**src/hdl/idct_defs.svh**
```systemverilog
// IDCT block engine constants
// Block geometry, datapath widths and fixed point shift amounts
`ifndef IDCT_DEFS_SVH
`define IDCT_DEFS_SVH

// Block geometry
`define IDCT_N      8
`define IDCT_SIZE   64

// Datapath widths
`define COEFF_W     16  // Input coefficient
`define PIXEL_W     8
`define WORD_W      16  // Two pixels per output word
`define ACC_W       32  // Accumulator and stored T value
`define CTAB_W      12  // Basis table entry, signed

// Fixed point scaling
`define PASS1_SHIFT 8
`define CLIP_LSB    16  // Pixel taken from bits 23:16 in pass 2

`endif

```
**src/hdl/idct_pkg.sv**
```systemverilog
// IDCT shared types
// Vector types, the pixel beat passed from engine to packer,
// engine FSM states and the cosine basis table
`default_nettype none

`include "idct_defs.svh"

package idct_pkg;

	typedef logic signed [`COEFF_W-1:0] coeff_t;
	typedef logic signed [`ACC_W-1:0] acc_t;
	typedef logic signed [`CTAB_W-1:0] ctab_t;
	typedef logic [$clog2(`IDCT_SIZE)-1:0] blk_addr_t; // row*8 + col
	typedef logic [`PIXEL_W-1:0] pixel_t;
	typedef logic [`WORD_W-1:0] word_t;

	typedef struct packed {
		logic valid;
		logic last;   // Pixel (7,7)
		pixel_t pixel;
	} pix_beat_t;

	typedef enum logic [2:0] {
		IDLE,
		PASS1,
		DRAIN1,
		PASS2,
		DRAIN2
	} engine_state_t;

	// Entry C[k][c] for idx = k*8 + c
	// Scaled by 2048, row 0 carries the 1/sqrt(2) factor
	function automatic ctab_t basis_coeff(input blk_addr_t idx);
		int k;
		int m;
		int mag;
		logic neg;
		k = int'(idx[5:3]);
		m = ((2 * int'(idx[2:0]) + 1) * k) % 32; // Angle in units of pi/16
		if (m > 16) begin
			m = 32 - m; // cos is even around pi
		end
		neg = (m > 8);
		if (neg) begin
			m = 16 - m;
		end
		case (m)
			0, 4: mag = 1448; // DC row shares the pi/4 value
			1: mag = 2008;
			2: mag = 1892;
			3: mag = 1702;
			5: mag = 1137;
			6: mag = 783;
			7: mag = 399;
			default: mag = 0;
		endcase
		return ctab_t'(neg ? -mag : mag);
	endfunction

endpackage

`default_nettype wire

```
**src/hdl/coeff_buffer.sv**
```systemverilog
// Coefficient input buffer
// Stores one 8x8 block of strobed coefficients in row-major order
// and holds the loaded level until the engine has read the block
`timescale 1ns/10ps
`default_nettype none

`include "idct_defs.svh"

module coeff_buffer (
	input  logic                Clock,
	input  logic                resetn,
	input  logic                coeff_valid,
	input  idct_pkg::coeff_t    coeff,
	input  logic                consumed,
	input  idct_pkg::blk_addr_t rd_addr,
	output idct_pkg::coeff_t    rd_data,
	output logic                loaded
);

	idct_pkg::coeff_t mem [`IDCT_SIZE];
	idct_pkg::blk_addr_t wr_idx;

	always_ff @(posedge Clock or negedge resetn) begin
		if (resetn == 1'b0) begin
			wr_idx <= '0;
			loaded <= 1'b0;
		end else begin
			if (coeff_valid) begin
				wr_idx <= wr_idx + 1'b1; // Wraps after 64
			end
			if (consumed) begin
				loaded <= 1'b0;
			end else if (coeff_valid && wr_idx == idct_pkg::blk_addr_t'(`IDCT_SIZE - 1)) begin
				loaded <= 1'b1;
			end
		end
	end

	// Storage and registered read port
	always_ff @(posedge Clock) begin
		if (coeff_valid) begin
			mem[wr_idx] <= coeff;
		end
		rd_data <= mem[rd_addr];
	end

	// Sender must hold off while a full block waits for the engine
	a_no_strobe_when_busy: assert property (
		@(posedge Clock) disable iff (resetn == 1'b0)
		loaded |-> !coeff_valid
	) else $error("coefficient strobed while busy");

endmodule

`default_nettype wire

```
**src/hdl/idct_block.sv**
```systemverilog
// 8x8 inverse DCT block engine, top level
// Coefficient buffer, two-pass transform engine and pixel packer
`timescale 1ns/10ps
`default_nettype none

module idct_block (
	input  logic             Clock,
	input  logic             resetn,
	input  logic             coeff_valid,
	input  idct_pkg::coeff_t coeff,
	output logic             busy,
	output idct_pkg::word_t  pix_word,
	output logic             pix_word_valid,
	output logic             block_done
);

	idct_pkg::blk_addr_t rd_addr;
	idct_pkg::coeff_t rd_data;
	logic consumed;
	idct_pkg::pix_beat_t beat;

	coeff_buffer coeff_buffer_inst (
		.Clock       (Clock),
		.resetn      (resetn),
		.coeff_valid (coeff_valid),
		.coeff       (coeff),
		.consumed    (consumed),
		.rd_addr     (rd_addr),
		.rd_data     (rd_data),
		.loaded      (busy)      // Full block waiting
	);

	idct_engine idct_engine_inst (
		.Clock    (Clock),
		.resetn   (resetn),
		.loaded   (busy),
		.rd_addr  (rd_addr),
		.rd_data  (rd_data),
		.consumed (consumed),
		.beat     (beat)
	);

	pixel_packer pixel_packer_inst (
		.Clock          (Clock),
		.resetn         (resetn),
		.beat           (beat),
		.pix_word       (pix_word),
		.pix_word_valid (pix_word_valid),
		.block_done     (block_done)
	);

endmodule

`default_nettype wire

```
**src/hdl/idct_engine.sv**
```systemverilog
// IDCT processing engine
// Pass 1 computes T = S'*C from the coefficient buffer, pass 2 computes
// S = Ct*T from the internal T memory and clips to 8-bit pixels.
// Two multipliers, four accumulate cycles per output value
`timescale 1ns/10ps
`default_nettype none

`include "idct_defs.svh"

module idct_engine (
	input  logic                 Clock,
	input  logic                 resetn,
	input  logic                 loaded,
	output idct_pkg::blk_addr_t  rd_addr,
	input  idct_pkg::coeff_t     rd_data,
	output logic                 consumed,
	output idct_pkg::pix_beat_t  beat
);

	idct_pkg::engine_state_t state;
	logic prime;          // Row 0 prefetch before pass 1 starts
	logic [2:0] row, col;
	logic [1:0] step;     // Coefficient pair k = 2*step, 2*step+1
	logic [2:0] frow;
	logic a_act, fetch_en, fetch_d;
	idct_pkg::blk_addr_t fetch_addr_d;

	idct_pkg::coeff_t row_buf [2][`IDCT_N]; // Ping-pong S' rows
	idct_pkg::acc_t tmem [`IDCT_SIZE];

	idct_pkg::acc_t op0, op1, acc, prod0, prod1, sum;
	idct_pkg::blk_addr_t idx0, idx1, b_pos;
	idct_pkg::ctab_t c0, c1;
	logic b_vld, b_first, b_last, b_pass2;
	idct_pkg::pixel_t pix_clip, beat_pix;
	logic beat_vld, beat_last;

	assign a_act = (state == idct_pkg::PASS1 && !prime) || state == idct_pkg::PASS2;

	// One S' read per output of the current row fetches the next row
	assign frow = prime ? row : row + 3'd1;
	assign fetch_en = state == idct_pkg::PASS1 && (prime || (step == 2'd0 && row != 3'd7));
	assign rd_addr = {frow, col};

	assign consumed = (state == idct_pkg::DRAIN1);

	always_ff @(posedge Clock or negedge resetn) begin
		if (resetn == 1'b0) begin
			state <= idct_pkg::IDLE;
			prime <= 1'b0;
			row <= '0;
			col <= '0;
			step <= '0;
			fetch_d <= 1'b0;
			b_vld <= 1'b0;
			b_first <= 1'b0;
			b_last <= 1'b0;
			b_pass2 <= 1'b0;
			beat_vld <= 1'b0;
			beat_last <= 1'b0;
		end else begin
			fetch_d <= fetch_en;
			b_vld <= a_act;
			b_first <= (step == 2'd0);
			b_last <= (step == 2'd3);
			b_pass2 <= (state == idct_pkg::PASS2);
			beat_vld <= b_vld && b_last && b_pass2;
			beat_last <= b_vld && b_last && b_pass2 && b_pos == idct_pkg::blk_addr_t'(`IDCT_SIZE - 1);
			case (state)
				idct_pkg::IDLE: begin
					if (loaded) begin
						state <= idct_pkg::PASS1;
						prime <= 1'b1;
					end
				end
				idct_pkg::PASS1, idct_pkg::PASS2: begin
					if (prime) begin
						col <= col + 3'd1;
						if (col == 3'd7) prime <= 1'b0;
					end else begin
						step <= step + 2'd1;
						if (step == 2'd3) begin
							col <= col + 3'd1;
							if (col == 3'd7) begin
								row <= row + 3'd1;
								if (row == 3'd7) begin // Counters wrap to zero
									state <= (state == idct_pkg::PASS1) ? idct_pkg::DRAIN1
										: idct_pkg::DRAIN2;
								end
							end
						end
					end
				end
				idct_pkg::DRAIN1: state <= idct_pkg::PASS2;
				default: state <= idct_pkg::IDLE;
			endcase
		end
	end

	assign c0 = idct_pkg::basis_coeff(idx0);
	assign c1 = idct_pkg::basis_coeff(idx1);
	assign prod0 = op0 * idct_pkg::acc_t'(c0);
	assign prod1 = op1 * idct_pkg::acc_t'(c1);
	assign sum = (b_first ? idct_pkg::acc_t'(0) : acc) + prod0 + prod1;

	// Negative gives 0, overflow above bit 23 gives 255
	assign pix_clip = sum[`ACC_W-1] ? '0
		: (|sum[`ACC_W-2:`CLIP_LSB+`PIXEL_W]) ? '1
		: sum[`CLIP_LSB+`PIXEL_W-1:`CLIP_LSB];

	always_ff @(posedge Clock) begin
		if (fetch_d) begin
			row_buf[fetch_addr_d[3]][fetch_addr_d[2:0]] <= rd_data;
		end
		fetch_addr_d <= rd_addr;
		if (a_act) begin
			if (state == idct_pkg::PASS1) begin
				op0 <= idct_pkg::acc_t'(row_buf[row[0]][{step, 1'b0}]);
				op1 <= idct_pkg::acc_t'(row_buf[row[0]][{step, 1'b1}]);
				idx0 <= {step, 1'b0, col};
				idx1 <= {step, 1'b1, col};
			end else begin
				op0 <= tmem[{step, 1'b0, col}]; // T(k,c)
				op1 <= tmem[{step, 1'b1, col}];
				idx0 <= {step, 1'b0, row};       // Transposed table
				idx1 <= {step, 1'b1, row};
			end
			b_pos <= {row, col};
		end
		if (b_vld) begin
			acc <= sum;
		end
		if (b_vld && b_last && !b_pass2) begin
			tmem[b_pos] <= sum >>> `PASS1_SHIFT;
		end
		if (b_vld && b_last && b_pass2) begin
			beat_pix <= pix_clip;
		end
	end

	assign beat = '{valid: beat_vld, last: beat_last, pixel: beat_pix};

	// Release only a block that the buffer still holds
	a_consumed_while_loaded: assert property (
		@(posedge Clock) disable iff (resetn == 1'b0)
		consumed |-> loaded
	) else $error("consumed with no block loaded");

	a_beat_from_pass2: assert property (
		@(posedge Clock) disable iff (resetn == 1'b0)
		beat.valid |-> $past(state) inside {idct_pkg::PASS2, idct_pkg::DRAIN2}
	) else $error("pixel beat outside pass 2");

endmodule

`default_nettype wire

```
**src/hdl/pixel_packer.sv**
```systemverilog
// Pixel packer
// Pairs horizontally adjacent pixels into 16-bit words, even pixel in
// the high byte, and flags the last word of each block
`timescale 1ns/10ps
`default_nettype none

module pixel_packer (
	input  logic                Clock,
	input  logic                resetn,
	input  idct_pkg::pix_beat_t beat,
	output idct_pkg::word_t     pix_word,
	output logic                pix_word_valid,
	output logic                block_done
);

	logic phase;               // High after an even column pixel
	idct_pkg::pixel_t held;

	always_ff @(posedge Clock or negedge resetn) begin
		if (resetn == 1'b0) begin
			phase <= 1'b0;
			pix_word_valid <= 1'b0;
			block_done <= 1'b0;
		end else begin
			pix_word_valid <= beat.valid && phase;
			block_done <= beat.valid && phase && beat.last;
			if (beat.valid) begin
				phase <= ~phase;
			end
		end
	end

	always_ff @(posedge Clock) begin
		if (beat.valid && !phase) begin
			held <= beat.pixel;
		end
		if (beat.valid && phase) begin
			pix_word <= {held, beat.pixel};
		end
	end

	// Engine spaces beats by at least 4 cycles
	a_no_adjacent_beats: assert property (
		@(posedge Clock) disable iff (resetn == 1'b0)
		beat.valid |=> !beat.valid
	) else $error("pixel beats on adjacent cycles");

endmodule

`default_nettype wire

```
**config.mk**
```make
export PLATFORM = sky130hd
export DESIGN_NAME = idct_block
export DESIGN_NICKNAME = d
export VERILOG_FILES = /design/src/hdl/idct_pkg.sv /design/src/hdl/coeff_buffer.sv /design/src/hdl/idct_block.sv /design/src/hdl/idct_engine.sv /design/src/hdl/pixel_packer.sv
export VERILOG_INCLUDE_DIRS = /design/src /design/src/hdl
export SDC_FILE = /design/constraint.sdc
export NUM_CORES = 2
export LEC_CHECK = 0
export ABC_CLOCK_PERIOD_IN_PS = 17600
export BUFFER_PORTS_ARGS = -buffer_cell sky130_fd_sc_hd__buf_2
export CAP_MARGIN = 20
export CORE_MARGIN = 3
export CORE_UTILIZATION = 26
export CTS_CLUSTER_SIZE = 24
export DETAILED_ROUTE_END_ITERATION = 8
export PLACE_DENSITY = 0.36
export SLEW_MARGIN = 20
export SYNTH_ARGS = -nofsm -noshare
export SYNTH_HDL_FRONTEND = slang
export SYNTH_SLANG_ARGS = --single-unit
```
**constraint.sdc**
```tcl
create_clock -name Clock -period 17.6 [get_ports Clock]
set_clock_uncertainty 0.1 [all_clocks]
set_input_delay 5.28 -clock Clock [delete_from_list [all_inputs] [get_ports Clock]]
set_output_delay 5.28 -clock Clock [all_outputs]
set_load 0.01 [all_outputs]
```
==> Implementation_results.wiki <==
{| class="wikitable"
! Metric !! Value
|-
| Nets@finish || 7,756
|-
| Setup repair after global routing missed its margin || no
|-
| Proportion of synthesized flip-flops having asynchronous set or reset || 0.009705
|-
| Post-Syn Nets || 7,459
|-
| R2r setup slk || 3.95 ns
|-
| Vias in the first global route || 70,022
|-
| Maximum clock frequency || 73.25 MHz
|-
| Placed wire-length estimate after detailed placement || 248,500 microns
|-
| Met2 Usage GRT || 0.2644
|-
| Worst r2r dst || idct_engine_inst.tmem[5][30]$_DFFE_PP_
|-
| Aggregate routed wire length || 411,400 microns
|-
| Time the final worst path needs with I/O delays and setup || 13.65 ns
|-
| Cell type with the highest occurrence count on the critical path || ha_1
|-
| Sequential cell area fraction in the yosys report || 0.6740
|-
| Slowest stage cell on the critical path || a2111oi_0
|-
| Number of resized instances in the post-cts repair step || 0
|-
| Number of antenna violations at the first check in global routing || 40
|-
| Synth Cell Area || 132,600 sq um
|-
| Crit path arrival time || 14.27 ns
|-
| Final setup fails || 0
|-
| Wire length of the first global-routing pass || 577,200 microns
|-
| Transition time at the pin with the least slew margin || 1.152 ns
|-
| Initial standard-cell utilization of the core || 0.2617
|-
| Worst R2R Path Depth || 44
|-
| Area of the multi-input gates || 40,800 sq um
|-
| Most instantiated cells after synthesis || 2,939 x edfxtp_1, 900 x mux4_2, 588 x inv_1
|-
| Synthesis-to-layout area growth || 16.10%
|-
| Max incr delay on CP || 0.91 ns
|-
| Number of enable-type register cells in the synthesized netlist || 2,939
|-
| Core Rows || 261
|-
| Number of nets still failing antenna checks after routing || 0
|-
| Number of top-level pins || 38
|-
| Number of different library cells in the post-synthesis netlist || 73
|-
| Top cells by area, synth || edfxtp_1 67%, mux4_2 15%, fa_1 8.3%
|-
| Fill cell count || 49,209
|-
| Critical path peak fanout || 41
|-
| Post-Synthesis Cells || 6,758
|-
| Router iterations before antenna repair || 5
|-
| Result of the run || finished, final reports clean
|-
| Hold WC Path Type || reg -> reg
|-
| Kind of start point of the critical path || flip-flop
|-
| Dominant cell by count in the synthesized netlist || edfxtp_1
|-
| Clock transition at the register clock pins on the worst setup and hold paths after CTS || 0.05 ns
|-
| Count of final max-slew check failures || 0
|-
| Number of buffers added on ports || 37
|-
| Reg-to-reg startpoint || idct_engine_inst.idx1[4]$_DFFE_PP_
|-
| Flip-flop cell with the highest count after synthesis || edfxtp_1
|-
| Die outline area || 518,700 sq um
|-
| Worst setup path end || idct_engine_inst.tmem[5][30]$_DFFE_PP_
|-
| Met3 Usage GRT || 0.01548
|-
| Synthesized area per cell || 19.62 sq um
|-
| Required time reported for the critical path endpoint || 18.22 ns
|-
| Ratio of final minimum period to clock period || 0.7756
|-
| Aggregate negative setup slack || 0 ns
|-
| Die width || 720.2 microns
|-
| Placeable Area || 506,800 sq um
|-
| Via density per instance || 4.588
|-
| Hold bufs inserted after CTS || 0
|-
| CTS buffer count || 353
|-
| Yosys warning count || 0
|-
| Sequential standard cell area || 89,400 sq um
|-
| Vias || 64,445
|-
| Clock sink count || 2,988
|-
| Type of the worst setup path || reg -> reg
|-
| Library cell occupying the most area in the post-synthesis netlist || edfxtp_1
|-
| TritonCTS clock tree || yes
|-
| Number of max-cap violations || 0
|-
| Placer congestion estimate || 0.7508
|-
| Final hold violations || 0
|-
| Register bit total from synthesis || 2,988
|-
| Maximum number of pins on one net before global-route repair || 120
|-
| Post-CTS Repair Setup Buffers || 0
|-
| Slew headroom || 0.2292
|-
| Crit path capture type || flip-flop
|-
| Count of unresolved DRC violations after routing || 0
|-
| Overall die height || 720.2 microns
|-
| Buffer levels on the longest clock path || 4
|-
| Proportion of layout cells with a drive suffix above 1 || 0.2546
|-
| Launching instance or port of the critical path || idct_engine_inst.idx1[4]$_DFFE_PP_
|-
| DR iter-0 viols || 5,005
|-
| Routed length per instance || 29.29 microns
|-
| Clk Tree Root Cell || clkbuf_16
|-
| All-layer global routing usage || 0.1575
|-
| Clock insertion delay at the later pin of the skew report || 0.95 ns
|-
| Remaining Overflow, GRT || 0
|-
| Share of the synthesized area in the top cell type || 0.6655
|-
| Count of H-tree levels built during CTS || 5
|-
| Global routing's busiest layer || met2
|-
| Met1 usage in global routing || 0.2221
|}
## flip-flops by register name (all words and copies together) (netlist names), 4 cells and up
register,cells
idct_engine_inst.beat_pix,8
coeff_buffer_inst.mem,1024
pixel_packer_inst.held,8
idct_engine_inst.op1,24
idct_engine_inst.op0,24
pixel_packer_inst.pix_word,16
idct_engine_inst.b_pos,6
idct_engine_inst.tmem,1536
coeff_buffer_inst.wr_idx,6
idct_engine_inst.acc,32
coeff_buffer_inst.rd_data,16
idct_engine_inst.fetch_addr_d,4
idct_engine_inst.idx1,5
idct_engine_inst.row_buf,256
## cell type report
class	instances	area share
clock inverters	197	0.01100
flip-flops and latches	2988	0.5806
clock buffers	436	0.06049
multi-input cells	2843	0.2650
inverters	589	0.01437
diodes	6	0.00009751
repair buffers	280	0.01393
well taps	6706	0.05449
## logic make-up (layout without fill, tap and decap cells)
group                      Yosys count  count (layout)  synth area share
AOI/OAI and AO/OA                  187             187          0.008878
and+or+nand+nor                    954             954           0.03326
DFF                               2988            2988            0.6740
buffers and inverters              927            1502           0.02644
xor gates and xnor gates            79              79          0.006133
muxes                              939             939            0.1559
adders and majority gates          683             683           0.09544
other                                1               7        0.00002828
## layout by cell type (no fill, tap or decap), types with 20 or more instances in the layout
| cell type | Yosys | routed |
|---|---|---|
| clkinv_2 | 0 | 60 |
| nand2b_1 | 35 | 34 |
| inv_1 | 588 | 578 |
| buf_4 | 0 | 234 |
| dfrtp_1 | 29 | 22 |
| dfxtp_1 | 20 | 20 |
| clkinv_1 | 0 | 79 |
| and2_1 | 165 | 164 |
| xnor2_1 | 52 | 41 |
| nor2_4 | 0 | 82 |
| ha_1 | 134 | 134 |
| nor2b_1 | 51 | 50 |
| edfxtp_1 | 2939 | 2939 |
| clkbuf_16 | 0 | 360 |
| mux2i_1 | 31 | 28 |
| nor2_2 | 0 | 42 |
| clkbuf_1 | 250 | 74 |
| nand2_1 | 426 | 426 |
| mux4_2 | 900 | 900 |
| buf_2 | 21 | 36 |
| fa_1 | 548 | 548 |
| o21ai_0 | 48 | 47 |
| a21oi_1 | 50 | 48 |
| nor2_1 | 194 | 70 |
## worst max-delay path: cells and delay by family (launching register included)
kind / cells / cell delay (ns)
buf+inv: 10 / 1.58
flops: 1 / 0.61
simple gates: 9 / 1.94
xor+xnor: 1 / 0.83
compound gates: 9 / 2.76
mux: 1 / 0.11
fa+ha+maj: 14 / 5.43
## per-stage QoR
| step | std cells | util | setup WS [ns] | hold slack [ns] | instance area (sq um) |
|---|---|---|---|---|---|
| global placement | 13405 | 0.2820 | 4.204 | 0.3030 | 142900 |
| finish | 14045 | 0.3038 | 3.949 | 0.3159 | 154000 |
| detailed placement | 13405 | 0.2820 | 3.887 | 0.3057 | 142900 |
| CTS | 14038 | 0.3037 | 3.838 | 0.3185 | 153900 |
| floorplan | 6758 | - | 3.647 | 0.2875 | 132600 |
| global route | 14041 | 0.3038 | 2.968 | 0.3252 | 154000 |
## per-layer routing
metal | share of wire | vias to the layer above
met2 | 0.49 | 1349
met1 | 0.46 | 36034
met4 | 0.023 | 0
met3 | 0.032 | 466
li1 | - | 26596
met5 | 0 | -
## how the worst min path moves through the flow
stage | start | to | slack, ns | cells past startpoint
after CTS | pixel_packer_inst.held[3]$_DFFE_PP_ | pixel_packer_inst.pix_word[11]$_DFFE_PP_ | 0.32 | 0
after global routing | pixel_packer_inst.held[3]$_DFFE_PP_ | pixel_packer_inst.pix_word[11]$_DFFE_PP_ | 0.33 | 0
after floorplan | idct_engine_inst.col[0]$_DFFE_PN0P_ | idct_engine_inst.fetch_addr_d[0]$_DFF_P_ | 0.29 | 0
after detailed placement | pixel_packer_inst.held[3]$_DFFE_PP_ | pixel_packer_inst.pix_word[11]$_DFFE_PP_ | 0.31 | 0
after global placement | pixel_packer_inst.held[1]$_DFFE_PP_ | pixel_packer_inst.pix_word[9]$_DFFE_PP_ | 0.30 | 0
final | pixel_packer_inst.held[3]$_DFFE_PP_ | pixel_packer_inst.pix_word[11]$_DFFE_PP_ | 0.32 | 0
Power is left out: the tool's default activity adds up to more than one toggle a clock period on the data nets, which glitch-free logic cannot reach.
